`src/verilog/panel_pkg.sv`:
```
`default_nettype none

package panel_pkg;

	// panel buttons and their bit positions.
	localparam int NUM_BUTTONS = 3;
	localparam int BTN_RUN = 0;
	localparam int BTN_MODE = 1;
	localparam int BTN_CLEAR = 2;

	// one bit per button, for raw, clean and press vectors.
	typedef logic [NUM_BUTTONS-1:0] button_vec_t;

	// mode count, wraps 3 -> 0.
	localparam int MODE_WIDTH = 2;
	typedef logic [MODE_WIDTH-1:0] mode_t;

	// sample tick divider, period must be a power of two.
	localparam int TICK_PERIOD = 4;
	localparam int TICK_WIDTH = $clog2(TICK_PERIOD);

	// input conditioning.
	localparam int SYNC_STAGES = 2;
	localparam int DEBOUNCE_TICKS = 8;
	localparam int DEBOUNCE_WIDTH = $clog2(DEBOUNCE_TICKS + 1);

	// indicator timing, all in ticks.
	localparam int BLINK_TICKS = 6; // half period of the run led.
	localparam int BLINK_WIDTH = $clog2(BLINK_TICKS);
	localparam int EXTEND_TICKS = 10; // activity led hold time.
	localparam int EXTEND_WIDTH = $clog2(EXTEND_TICKS);

endpackage

`default_nettype wire

```
`src/verilog/panel_status_if.sv`:
```
`timescale 1ns/1ps
`default_nettype none

interface panel_status_if import panel_pkg::*; ();

	logic run_enable; // level.
	mode_t mode;
	logic activity; // one cycle, any press.
	logic cleared; // one cycle, clear press.

	modport source (
		output run_enable,
		output mode,
		output activity,
		output cleared
	);

	modport sink (
		input run_enable,
		input mode,
		input activity,
		input cleared
	);

endinterface

`default_nettype wire

```
`src/verilog/tick_gen.sv`:
```
`timescale 1ns/1ps
`default_nettype none

module tick_gen import panel_pkg::*; (
	input logic clk,
	input logic reset,
	output logic tick
);

	logic [TICK_WIDTH-1:0] count;

	// free running, wraps on its own since the period is a power of two.
	always_ff @(posedge clk) begin
		if (reset) begin
			count <= '0;
		end else begin
			count <= count + 1'b1;
		end
	end

	// first tick lands TICK_PERIOD-1 cycles after reset.
	assign tick = (count == TICK_WIDTH'(TICK_PERIOD - 1));

endmodule

`default_nettype wire

```
`src/verilog/button_conditioner.sv`:
```
`timescale 1ns/1ps
`default_nettype none

module button_conditioner import panel_pkg::*; (
	input logic clk,
	input logic reset,
	input logic tick,
	input button_vec_t raw,
	output button_vec_t clean,
	output button_vec_t press
);

	genvar i;

	for (i = 0; i < NUM_BUTTONS; i++) begin : g_button
		logic [SYNC_STAGES-1:0] sync_q;
		logic synced;
		logic last_q; // last synchronized value seen.
		logic [DEBOUNCE_WIDTH-1:0] count;
		logic stable;
		logic clean_q;
		logic prev_q;

		// two-flop synchronizer, oldest bit on the left.
		always_ff @(posedge clk) begin
			if (reset) begin
				sync_q <= '0;
			end else begin
				sync_q <= {sync_q[SYNC_STAGES-2:0], raw[i]};
			end
		end

		assign synced = sync_q[SYNC_STAGES-1];
		assign stable = (count == DEBOUNCE_WIDTH'(DEBOUNCE_TICKS));

		// any change restarts the stability count.
		always_ff @(posedge clk) begin
			if (reset) begin
				last_q <= 1'b0;
				count <= '0;
			end else if (synced != last_q) begin
				last_q <= synced;
				count <= '0;
			end else if (tick && !stable) begin
				count <= count + 1'b1; // saturates at threshold.
			end
		end

		always_ff @(posedge clk) begin
			if (reset) begin
				clean_q <= 1'b0;
			end else if (stable) begin
				clean_q <= last_q;
			end
		end

		// previous clean level for rising edge detect.
		always_ff @(posedge clk) begin
			if (reset) begin
				prev_q <= 1'b0;
			end else begin
				prev_q <= clean_q;
			end
		end

		assign clean[i] = clean_q;
		assign press[i] = clean_q & ~prev_q;
	end

endmodule

`default_nettype wire

```
`src/verilog/mode_control.sv`:
```
`timescale 1ns/1ps
`default_nettype none

module mode_control import panel_pkg::*; (
	input logic clk,
	input logic reset,
	input button_vec_t press,
	input button_vec_t clean,
	panel_status_if.source status
);

	logic run_enable_q;
	mode_t mode_q;
	logic activity_q;
	logic cleared_q;

	logic run_press;
	logic clear_press;
	logic mode_step;

	assign run_press = press[BTN_RUN];
	assign clear_press = press[BTN_CLEAR];

	// clear held or pressed blocks the step, so clear wins.
	assign mode_step = press[BTN_MODE] && !clean[BTN_CLEAR];

	always_ff @(posedge clk) begin
		if (reset) begin
			run_enable_q <= 1'b0;
		end else if (run_press) begin
			run_enable_q <= ~run_enable_q;
		end
	end

	always_ff @(posedge clk) begin
		if (reset) begin
			mode_q <= '0;
		end else if (clear_press) begin
			mode_q <= '0;
		end else if (mode_step) begin
			mode_q <= mode_q + mode_t'(1); // wraps to 0.
		end
	end

	// strobes, one cycle after the press pulse.
	always_ff @(posedge clk) begin
		if (reset) begin
			activity_q <= 1'b0;
			cleared_q <= 1'b0;
		end else begin
			activity_q <= |press;
			cleared_q <= clear_press;
		end
	end

	assign status.run_enable = run_enable_q;
	assign status.mode = mode_q;
	assign status.activity = activity_q;
	assign status.cleared = cleared_q;

endmodule

`default_nettype wire

```
`src/verilog/indicator_driver.sv`:
```
`timescale 1ns/1ps
`default_nettype none

module indicator_driver import panel_pkg::*; (
	input logic clk,
	input logic reset,
	input logic tick,
	panel_status_if.sink status,
	output logic led_run,
	output logic led_activity
);

	logic [BLINK_WIDTH-1:0] blink_count;
	logic blink_wrap;
	logic led_run_q;

	logic [EXTEND_WIDTH-1:0] extend_count;
	logic extend_done;
	logic led_activity_q;

	assign blink_wrap = (blink_count == BLINK_WIDTH'(BLINK_TICKS - 1));
	assign extend_done = (extend_count == EXTEND_WIDTH'(EXTEND_TICKS - 1));

	// run led blinker, a clear restarts the phase from dark.
	always_ff @(posedge clk) begin
		if (reset || !status.run_enable || status.cleared) begin
			blink_count <= '0;
			led_run_q <= 1'b0;
		end else if (tick) begin
			if (blink_wrap) begin
				blink_count <= '0;
				led_run_q <= ~led_run_q;
			end else begin
				blink_count <= blink_count + 1'b1;
			end
		end
	end

	// activity pulse extender.
	always_ff @(posedge clk) begin
		if (reset) begin
			extend_count <= '0;
			led_activity_q <= 1'b0;
		end else if (status.activity) begin
			extend_count <= '0; // retrigger.
			led_activity_q <= 1'b1;
		end else if (led_activity_q && tick) begin
			if (extend_done) begin
				extend_count <= '0;
				led_activity_q <= 1'b0;
			end else begin
				extend_count <= extend_count + 1'b1;
			end
		end
	end

	assign led_run = led_run_q;
	assign led_activity = led_activity_q;

endmodule

`default_nettype wire

```
`src/verilog/front_panel.sv`:
```
`timescale 1ns/1ps
`default_nettype none

module front_panel import panel_pkg::*; (
	input logic clk,
	input logic reset,
	input button_vec_t buttons,
	output logic led_run,
	output logic led_activity,
	output logic run_enable,
	output mode_t mode
);

	logic tick;
	button_vec_t clean;
	button_vec_t press;

	panel_status_if status_if ();

	tick_gen tick_gen_i (
		.clk (clk),
		.reset (reset),
		.tick (tick)
	);

	button_conditioner button_conditioner_i (
		.clk (clk),
		.reset (reset),
		.tick (tick),
		.raw (buttons),
		.clean (clean),
		.press (press)
	);

	mode_control mode_control_i (
		.clk (clk),
		.reset (reset),
		.press (press),
		.clean (clean),
		.status (status_if.source)
	);

	indicator_driver indicator_driver_i (
		.clk (clk),
		.reset (reset),
		.tick (tick),
		.status (status_if.sink),
		.led_run (led_run),
		.led_activity (led_activity)
	);

	// control state also goes straight to the pins.
	assign run_enable = status_if.run_enable;
	assign mode = status_if.mode;

endmodule

`default_nettype wire

```
`config.mk`:
```
export PLATFORM = sky130hd
export DESIGN_NAME = front_panel
export DESIGN_NICKNAME = d
export VERILOG_FILES = /design/src/verilog/panel_pkg.sv /design/src/verilog/panel_status_if.sv /design/src/verilog/tick_gen.sv /design/src/verilog/button_conditioner.sv /design/src/verilog/mode_control.sv /design/src/verilog/indicator_driver.sv /design/src/verilog/front_panel.sv
export SDC_FILE = /design/constraint.sdc
export NUM_CORES = 1
export LEC_CHECK = 0
export BUFFER_PORTS_ARGS = -buffer_cell sky130_fd_sc_hd__buf_2
export CAP_MARGIN = 5
export CELL_PAD_IN_SITES_DETAIL_PLACEMENT = 1
export CELL_PAD_IN_SITES_GLOBAL_PLACEMENT = 1
export CORE_ASPECT_RATIO = 0.5
export CORE_UTILIZATION = 35
export CTS_CLUSTER_DIAMETER = 150
export DETAILED_ROUTE_END_ITERATION = 16
export GPL_TIMING_DRIVEN = 0
export PLACE_DENSITY_LB_ADDON = 0.25
export SYNTH_ARGS = -nofsm -noshare
export SYNTH_HDL_FRONTEND = slang
export SYNTH_SLANG_ARGS = --single-unit
```
`constraint.sdc`:
```
create_clock -name clk -period 1.35 [get_ports clk]
set_input_delay 0.2025 -clock clk [delete_from_list [all_inputs] [get_ports clk]]
set_output_delay 0.2025 -clock clk [all_outputs]
set_load 0.1 [all_outputs]
```
==> impl_metrics.tcl, run 1 <==
set metrics [dict create \
    use_met3_pct 4.44 \
    p_sw_share_pct 23.6 \
    holdWs_ns 0.0946 \
    p_per_area_nw_per_um2 1100 \
    p_sw_mw 0.526 \
    dpl.cell_count 253 \
    root_buffer "clkbuf_8" \
    clk_pin_slew_ns 0.09 \
    first_iter_violations 25 \
    rrSetupSlack_ns 0.08 \
    antenna_left 0 \
    slowest_delay_ns 0.43 \
    synth.most_common_cell "dfxtp_1" \
    crit_buf_inv 1 \
    grt_pass1_vias 1183 \
    synthArstFlopShare_pct 0 \
    grt_max_degree 15 \
    ys_ff_latch 43 \
    crit_path_max_fanout 4 \
    reg2reg_to "indicator_driver_i.extend_count[3]" \
    crit_chain "buf_2" \
    p_leak_nw 0.748 \
    wl_per_cell_um 12.2 \
    synth_edf_count 0 \
    port_buffers 9 \
    hold_buffers 0 \
    fin_util_pct 44.5 \
    post-route-min-period_ns 1.29 \
    clockBufferDepth 2 \
    drt_wl_total_um 3250 \
    end_kind "output pin" \
    area_growth_pct 17.8 \
    cp_slowest_cell "buf_2" \
    worstRegToRegCells 6 \
    seq_area_um2 867 \
    gp_congestion 0.706 \
    comb_power_share_pct 4.9 \
    cts_sinks 43 \
    slew_viol_final 0 \
    critPathTopFamily "buffers and inverters" \
    ir_worst_vdd_mv 0.384 \
    crit_path_end "mode[0]" \
    ys_dominant_reg_cell "dfxtp_1" \
    synth.avg_cell_area_um2 9.66 \
    grt_usage_pct 14.6 \
    setup-violations-final 0 \
    nNetsFinal 211 \
    cts-htree-levels 2 \
    grt_overflow 0 \
    cap_violations 0 \
    first_pass_iters 4 \
    ys_top_cells_by_count "dfxtp_1, nor2_1, nor2b_1, nand2_1, a21oi_1" \
    fp.dieW_um 101 \
    crit_cells 1 \
    cp-start-kind "register" \
    num_rows 17 \
    fillers 528 \
    hpwl_um 2300 \
    p_seq_share_pct 58.5 \
    status "finished clean" \
    antenna_found_initial 0 \
    syn_area_um2 1720 \
    cts_tree "done" \
    drcViolationCount 0 \
    die_y_um 51.6 \
    synthesis.nets 190 \
    power.share.clock_pct 36.6 \
    die_area_um2 5210 \
    clock.fmax_ghz 0.776 \
    use_met1_pct 18.1 \
    min_period_over_period_pct 95.4 \
    hp-class "in -> reg" \
    netlist_instances 178 \
    hold_viol 0 \
    multi_input_area_um2 840 \
    drive_gt1_share_pct 21.0 \
    pre_cts_ws_ns 0.0158 \
    worstMarginPinSlew_ns 0.490 \
    setup_ws_ns 0.0615 \
    power_mw 2.23 \
    numCtsBuffers 5 \
    clock_skew_ns 0.00655 \
    yosys-top-cells-area "dfxtp_1, nor2b_1, ha_1, nor2_1, xnor2_1" \
    ys_warn_count 0 \
    netlist.area_leader.share_pct 50.1 \
    path_class "reg -> out" \
    worst_ep_arrival_time_ns 1.09 \
    busiest_layer "met2" \
    seq_area_frac_synth_pct 50.1 \
    antenna_cells 0 \
    start_util_pct 37.8 \
    core_um2 4550 \
    ys_types 29 \
    stdcell_count 266 \
    intPower_mw 1.70 \
    r2r_start "tick_gen_i.count[0]" \
    rsz0062_at_grt "true" \
    grt_pass1_wl_um 5520 \
    crit_start "mode_control_i.status.mode[0]" \
    ioPinCount 10 \
    via_count 1226 \
    insertion_delay_ns 0.30 \
    viasPerCell 4.61 \
    relSlewSlack_pct 67.3 \
    cp.required_ns 1.15 \
    synth_area_leader_cell "dfxtp_1" \
    met2_usage_pct 22.9 \
]
-- repair_timing --
item,CTS,global route
setup endpoints to repair,1,14
buffers inserted,0,5
resized for setup,1,11
pin swaps,0,3
-- power by group through the flow --
stage | Sequential (mW) | Clock (mW) | Combinational (mW)
after floorplan | 1.33 | 0 | 0.0683
after global placement | 1.33 | 0 | 0.0928
after detailed placement | 1.33 | 0 | 0.0954
after CTS | 1.30 | 0.851 | 0.0960
after global routing | 1.31 | 0.917 | 0.125
final | 1.30 | 0.815 | 0.109
-- final cells by class --
| type | instances | area share [%] |
|---|---|---|
| clock inverters | 3 | 0.988 |
| well taps | 66 | 4.08 |
| clock buffers | 5 | 3.40 |
| inverters | 6 | 1.11 |
| repair buffers | 14 | 4.20 |
| plain buffers | 5 | 1.98 |
| flip-flops and latches | 43 | 42.8 |
| multi-input cells | 124 | 41.4 |
-- cell families after synthesis --
| family | Yosys count | synth area share [%] |
|---|---|---|
| buffers and inverters | 11 | 2.98 |
| multiplexers | 4 | 2.40 |
| flip-flops | 43 | 50.1 |
| AO/OA/AOI/OAI | 16 | 5.31 |
| XOR/XNOR | 14 | 7.13 |
| AND/OR/NAND/NOR | 83 | 27.0 |
| adder cells (fa/ha/maj) | 7 | 5.09 |
-- routing by layer --
layer	up-vias	wire length [um]
met4	0	78
met1	582	1600
met5	-	0
li1	625	-
met2	11	1470
met3	8	102
-- sequential cells by signal (all words and copies together), names as in the netlist --
signal,count
button_conditioner_i.g_button.clean_q,3
button_conditioner_i.g_button.count,12
button_conditioner_i.g_button.last_q,3
button_conditioner_i.g_button.prev_q,3
button_conditioner_i.g_button.sync_q,6
indicator_driver_i.blink_count,3
indicator_driver_i.extend_count,4
indicator_driver_i.led_activity,1
indicator_driver_i.led_run,1
mode_control_i.status.activity,1
mode_control_i.status.cleared,1
mode_control_i.status.mode,2
mode_control_i.status.run_enable,1
tick_gen_i.count,2
-- cells in the final DEF, fill, tap and decap left out --
master,n
xor2_1,6
nor3b_1,2
ha_1,6
dfxtp_2,5
nand4b_1,1
clkbuf_1,1
dfxtp_1,38
or2_0,1
clkinv_2,1
xnor2_1,7
mux2_1,1
clkbuf_8,5
ha_4,1
mux2i_1,3
clkinvlp_4,2
xnor2_2,1
buf_2,10
nand3_1,4
buf_4,6
buf_8,1
nand2_1,12
buf_6,1
nand4_1,4
a31oi_1,1
nand3_4,1
o21ai_1,2
a21oi_1,11
nor2b_1,16
nor3_1,5
inv_1,6
nand2_2,2
nand2b_1,6
nand3b_1,3
o21a_1,1
a211oi_2,1
nor3b_2,5
nor2_1,21
-- metrics by stage --
stage | setup TNS (ns) | instance area (um^2)
final | 0 | 2030
after global routing | -0.0103 | 2030
after CTS | 0 | 1940
after detailed placement | 0 | 1850
after global placement | 0 | 1850
after floorplan | -0.0997 | 1720
-- how the worst min path moves through the flow --
stage / from / slack [ns] / endpoint / cells after the start
3_5_place_dp: tick_gen_i.count[0] / 0.41 / tick_gen_i.count[0] / 1
6_report: reset / 0.09 / button_conditioner_i.g_button[2].prev_q / 2
2_1_floorplan: reset / 0.28 / button_conditioner_i.g_button[2].prev_q / 1
5_1_grt: reset / 0.09 / button_conditioner_i.g_button[2].prev_q / 2
4_1_cts: reset / 0.09 / button_conditioner_i.g_button[2].prev_q / 2
3_3_place_gp: reset / 0.39 / button_conditioner_i.g_button[2].prev_q / 2
No activity file was read; power rests on OpenSTA's default activity.
==> run 2: changes to the inputs <==
--- a/config.mk
+++ b/config.mk
@@ -5,6 +5,7 @@
 export SDC_FILE = /design/constraint.sdc
 export NUM_CORES = 1
 export LEC_CHECK = 0
+export ABC_AREA = 1
 export BUFFER_PORTS_ARGS = -buffer_cell sky130_fd_sc_hd__buf_2
 export CAP_MARGIN = 5
 export CELL_PAD_IN_SITES_DETAIL_PLACEMENT = 1
==> constraint.sdc (replaced) <==
create_clock -name clk -period 1.26 [get_ports clk]
set_input_delay 0.189 -clock clk [delete_from_list [all_inputs] [get_ports clk]]
set_output_delay 0.189 -clock clk [all_outputs]
set_load 0.1 [all_outputs]
==> impl_metrics.tcl, run 2 <==
set metrics [dict create \
    ys_ff_latch 43 \
    cap_violations 0 \
    p_leak_nw 0.884 \
    status "finished clean" \
    start_util_pct 36.9 \
    num_rows 18 \
    ys_types 27 \
    largest-register "button_conditioner_i.g_button.count" \
    slew_viol_final 0 \
    cts_tree "done" \
    die_area_um2 5560 \
    drt_wl_total_um 3700 \
    grt_max_degree 14 \
    gp_congestion 0.704 \
    worst_ep_arrival_time_ns 1.35 \
    relSlewSlack_pct 80.0 \
    crit_start "button_conditioner_i.g_button[0].count[1]" \
    r2r_start "button_conditioner_i.g_button[0].count[1]" \
    largest_reg_flops 12 \
    drcViolationCount 0 \
    netlist.area_leader.share_pct 46.9 \
    yosys-top-cells-area "dfxtp_1, nand2_1, inv_1, nor2_1, ha_1" \
    clockBufferDepth 2 \
    setup-violations-final 0 \
    clock_skew_ns 0.00664 \
    grt_pass1_vias 1446 \
    area_growth_pct 17.4 \
    syn_area_um2 1840 \
    antenna_left 0 \
    clk_pin_slew_ns 0.08 \
    rsz0062_at_grt "false" \
    first_pass_iters 4 \
    hpwl_um 2880 \
    hp-class "in -> reg" \
    final_common_cell "inv_1" \
    holdPathEnd "button_conditioner_i.g_button[1].sync_q[0]" \
    holdWs_ns 0.0976 \
    worstRegToRegCells 8 \
    worstMarginPinSlew_ns 0.302 \
    reg_top3 "button_conditioner_i.g_button.count: 12 flops, button_conditioner_i.g_button.sync_q: 6 flops, indicator_driver_i.extend_count: 4 flops" \
    synth_edf_count 0 \
    synth.avg_cell_area_um2 7.59 \
    post-route-min-period_ns 1.15 \
    ir_worst_vdd_mv 0.499 \
    grt_overflow 0 \
    antenna_cells 0 \
    pre_cts_ws_ns -0.0994 \
    reg2reg_to "button_conditioner_i.g_button[0].count[0]" \
    hold_viol 0 \
    nNetsFinal 271 \
    synth.most_common_cell "nand2_1" \
    hold_buffers 0 \
    netlist_instances 242 \
    synth_area_leader_cell "dfxtp_1" \
    hold_path_depth 3 \
    min-delay-start "buttons[1]" \
    numCtsBuffers 5 \
    cp-start-kind "register" \
    ioPinCount 10 \
    first_iter_violations 16 \
    cts-htree-levels 2 \
    ys_top_cells_by_count "nand2_1, inv_1, dfxtp_1, nor2_1, a21oi_1" \
    ys_dominant_reg_cell "dfxtp_1" \
    end_kind "register" \
    drive_gt1_share_pct 18.1 \
    core_um2 4980 \
    synthArstFlopShare_pct 0 \
    path_class "reg -> reg" \
    grt_usage_pct 15.0 \
    port_buffers 9 \
    via_count 1499 \
    setup_ws_ns 0.107 \
    cp.required_ns 1.45 \
    wl_per_cell_um 11.2 \
    crit_path_max_fanout 6 \
    clock.fmax_ghz 0.867 \
    root_buffer "clkbuf_8" \
    synthesis.nets 254 \
    viasPerCell 4.54 \
    cts_sinks 43 \
    antenna_found_initial 0 \
    die_y_um 53.2 \
    insertion_delay_ns 0.29 \
    ys_warn_count 0 \
    min_period_over_period_pct 91.5 \
    fillers 619 \
    rrSetupSlack_ns 0.11 \
    power_mw 2.64 \
    fp.dieW_um 104 \
    p_per_area_nw_per_um2 1220 \
    final_cell_mix "inv_1, nand2_1, nor2_1" \
    grt_pass1_wl_um 6340 \
    seq_area_frac_synth_pct 46.9 \
]
run 2: changes by cell type in the layout (fill, tap and decap cells not counted), moves of 7 or more:
cell	before	now
nor2_1	21	37
nand2_1	12	42
inv_1	6	45
nand3_1	4	16
nor2b_1	16	0
xnor2_1	7	0
run 2: cells by family (layout without fill, tap and decap cells):
group                      Yosys count  count (layout)  synth area share, %
and+or+nand+nor                    112             112                 27.2
adders and majority gates            7               7                 4.77
DFF                                 43              43                 46.9
AOI/OAI and AO/OA                   29              29                 8.65
buffers and inverters               50              68                 12.0
xor gates and xnor gates             1               1                0.477
run 2: metal layers:
layer	up-vias	part of all wire [%]	GRT usage, %
met5	-	0	0
met4	0	0.92	5.00
met3	6	3.1	4.68
met2	10	50	28.0
met1	708	46	16.8
li1	775	-	-
run 2: cell type report:
type | instances | area, um^2 | area share, %
buffer | 4 | 51.3 | 2.38
clock buffer | 6 | 82.6 | 3.83
clock inverter | 2 | 35.0 | 1.62
inverter | 46 | 173 | 8.00
multi-input combinational | 149 | 788 | 36.5
sequential | 43 | 875 | 40.5
tap | 70 | 87.6 | 4.06
timing repair buffer | 10 | 65.1 | 3.02
run 2: worst max path at each step:
stage | depth (start not counted) | end | slack [ns]
6_report | 8 | button_conditioner_i.g_button[0].count[0] | 0.11
5_1_grt | 8 | button_conditioner_i.g_button[0].count[0] | 0.0003
4_1_cts | 1 | run_enable | 0.01
3_5_place_dp | 8 | button_conditioner_i.g_button[2].count[1] | -0.1
3_3_place_gp | 8 | button_conditioner_i.g_button[2].count[0] | -0.02
2_1_floorplan | 5 | indicator_driver_i.extend_count[3] | -0.05
run 2: per-stage QoR:
| stage | setup TNS, ns | cells | util (%) | cell area [um^2] |
|---|---|---|---|---|
| finish | 0 | 330 | 43.3 | 2160 |
| global route | 0 | 330 | 43.3 | 2160 |
| CTS | 0 | 329 | 42.4 | 2110 |
| detailed placement | -0.252 | 321 | 39.7 | 1980 |
| global placement | -0.0232 | 321 | 39.7 | 1980 |
| floorplan | -0.0490 | 242 | - | 1840 |
run 2: critical path, cell delays in order (launching register included):
cell and delay (ns):
dfxtp_1 0.37, inv_1 0.07, ha_1 0.18, nand2_1 0.07, inv_1 0.05, nand2_2 0.10, nand2_1 0.09, nand2_1 0.07
a21oi_1 0.05
run 2: repair_timing:
action                     CTS  global route
cloned                       0             0
resized for setup            9            12
setup buffers                0             1
setup endpoints to repair   11            16
run 2: where the power goes:
| group | internal, mW | switching (mW) |
|---|---|---|
| registers | 1.38 | 0.0155 |
| clock network | 0.642 | 0.474 |
| logic | 0.0514 | 0.0756 |
==> run 3: changes to the inputs <==
--- a/config.mk
+++ b/config.mk
@@ -11,11 +11,12 @@
 export CELL_PAD_IN_SITES_DETAIL_PLACEMENT = 1
 export CELL_PAD_IN_SITES_GLOBAL_PLACEMENT = 1
 export CORE_ASPECT_RATIO = 0.5
-export CORE_UTILIZATION = 35
+export CORE_UTILIZATION = 30
 export CTS_CLUSTER_DIAMETER = 150
 export DETAILED_ROUTE_END_ITERATION = 16
 export GPL_TIMING_DRIVEN = 0
 export PLACE_DENSITY_LB_ADDON = 0.25
 export SYNTH_ARGS = -nofsm -noshare
 export SYNTH_HDL_FRONTEND = slang
+export SYNTH_HIERARCHICAL = 1
 export SYNTH_SLANG_ARGS = --single-unit
==> impl_metrics.tcl, run 3 <==
set metrics [dict create \
    setup_tns_ns 0 \
    grt_pass1_vias 1510 \
    power.share.clock_pct 44.1 \
    rsz0062_at_grt "false" \
    clock_skew_ns 0.00245 \
    largest-register "button_conditioner_i/g_button.count" \
    hp-class "in -> reg" \
    worst_ep_arrival_time_ns 1.04 \
    cp-start-kind "register" \
    comb_power_share_pct 4.6 \
    dr.max_layer_used "met4" \
    area_growth_pct 16.8 \
    wl_per_cell_um 11.0 \
    p_leak_nw 0.861 \
    cts_tree "done" \
    drive_gt1_share_pct 18.5 \
    cts_sinks 43 \
    die_y_um 57.1 \
    worstRegToRegCells 8 \
    wl_met2_um 1710 \
    path_class "reg -> out" \
    hold_viol 0 \
    p_sw_share_pct 21.4 \
    grt_overflow 0 \
    critPathTopFamily "buffers and inverters" \
    status "complete, but fails checks" \
    met3WireLength_um 94 \
    p_sw_mw 0.584 \
    min-delay-start "buttons[2]" \
    end_kind "output pin" \
    holdPathEnd "button_conditioner_i/g_button[2].sync_q[0]" \
    antenna_left 0 \
    ys_warn_count 6 \
    cts-htree-levels 2 \
    crit_buf_inv 1 \
    wl_met1_um 1710 \
    antenna_cells 0 \
    largest_reg_flops 12 \
    holdWs_ns 0.109 \
    crit_path_max_fanout 3 \
    relSlewSlack_pct 63.9 \
    cp_slowest_cell "buf_2" \
    root_buffer "clkbuf_16" \
    synth.avg_cell_area_um2 7.61 \
    violations "DRC" \
    p_per_area_nw_per_um2 1280 \
    worstMarginPinSlew_ns 0.535 \
    slowest_delay_ns 0.42 \
    first_iter_violations 49 \
    grt_pass1_wl_um 6420 \
    num_rows 19 \
    fp.dieW_um 112 \
    first_pass_iters 10 \
    clock.fmax_ghz 0.817 \
    drcViolationCount 1 \
    syn_area_um2 1820 \
    post-route-min-period_ns 1.22 \
    clk_pin_slew_ns 0.06 \
    ioPinCount 10 \
    final_cell_mix "inv_1, nor2_1, nand2_1, dfxtp_1, a21oi_1" \
    cap_violations 0 \
    grt_max_degree 15 \
    die_area_um2 6400 \
    nNetsFinal 267 \
    min_period_over_period_pct 97.2 \
    hpwl_um 2730 \
    start_util_pct 32.2 \
    crit_cells 1 \
    netlist_instances 239 \
    intPower_mw 2.14 \
    p_seq_share_pct 51.3 \
    crit_chain "buf_2" \
    viasPerCell 4.47 \
    via_count 1463 \
    clockBufferDepth 2 \
    r2r_start "button_conditioner_i/g_button[0].count[0]" \
    antenna_found_initial 0 \
    reg_top3 "button_conditioner_i/g_button.count: 12 flops, button_conditioner_i/g_button.sync_q: 6 flops, indicator_driver_i/extend_count: 4 flops" \
    setup-violations-final 0 \
    port_buffers 9 \
    grt_usage_pct 13.1 \
    drt_wl_total_um 3610 \
    cts_setup_buffers 0 \
    cp.required_ns 1.07 \
    core_um2 5660 \
    rrSetupSlack_ns 0.07 \
    final_common_cell "inv_1" \
    gp_congestion 0.713 \
    insertion_delay_ns 0.28 \
    synthesis.nets 251 \
    reg2reg_to "button_conditioner_i/g_button[0].count[0]" \
    numCtsBuffers 5 \
    hold_path_depth 3 \
    ir_worst_vdd_mv 0.547 \
    slew_viol_final 0 \
]
-- run 3: timing repair --
item                                   4_1_cts  5_1_grt
resized for setup                            2       11
hold buffers                                 0        0
endpoints found under the hold margin        0        0
setup endpoints to repair                    3       20
-- run 3: cell type report --
| type | instances | area [um^2] |
|---|---|---|
| well taps | 73 | 91.3 |
| clock buffers | 6 | 129 |
| flip-flops and latches | 43 | 872 |
| multi-input cells | 145 | 766 |
| repair buffers | 9 | 55.1 |
| fillers | 703 | 3530 |
| inverters | 47 | 176 |
| plain buffers | 4 | 35.0 |
-- run 3: worst max-delay path by stage --
stage | startpoint | endpoint | slack [ns]
after detailed placement | button_conditioner_i/g_button[0].count[0] | button_conditioner_i/g_button[0].count[0] | 0.0009
after global placement | tick_gen_i/count[0] | button_conditioner_i/g_button[1].count[0] | 0.07
after floorplan | indicator_driver_i/led_activity | indicator_driver_i/extend_count[3] | 0.04
final | indicator_driver_i/led_run | led_run | 0.04
after global routing | button_conditioner_i/g_button[0].count[0] | button_conditioner_i/g_button[0].count[0] | 0.006
after CTS | indicator_driver_i/led_activity | led_activity | 0.003
-- run 3: routing by layer --
layer	vias up	global-route usage (%)
li1	765	-
met1	680	14.6
met2	11	22.6
met3	7	3.83
met4	0	8.00
met5	-	0
-- run 3: power groups by stage --
| stage | combinational [mW] | sequential [mW] | clock, mW |
|---|---|---|---|
| after floorplan | 0.0852 | 1.42 | 0 |
| after global placement | 0.116 | 1.43 | 0 |
| after detailed placement | 0.121 | 1.43 | 0 |
| after CTS | 0.123 | 1.40 | 1.25 |
| after global routing | 0.145 | 1.40 | 1.30 |
| final | 0.125 | 1.40 | 1.20 |
-- run 3: metrics by stage --
| step | setup WS, ns | total power [mW] | std cells | instance area (um^2) | utilization [%] |
|---|---|---|---|---|---|
| floorplan | 0.0361 | 1.51 | 239 | 1830 | - |
| global placement | 0.0703 | 1.54 | 321 | 1960 | 34.7 |
| detailed placement | 0.000871 | 1.55 | 321 | 1960 | 34.7 |
| CTS | 0.00303 | 2.77 | 327 | 2090 | 37.0 |
| global route | 0.00584 | 2.85 | 327 | 2120 | 37.5 |
| finish | 0.0355 | 2.73 | 327 | 2120 | 37.5 |
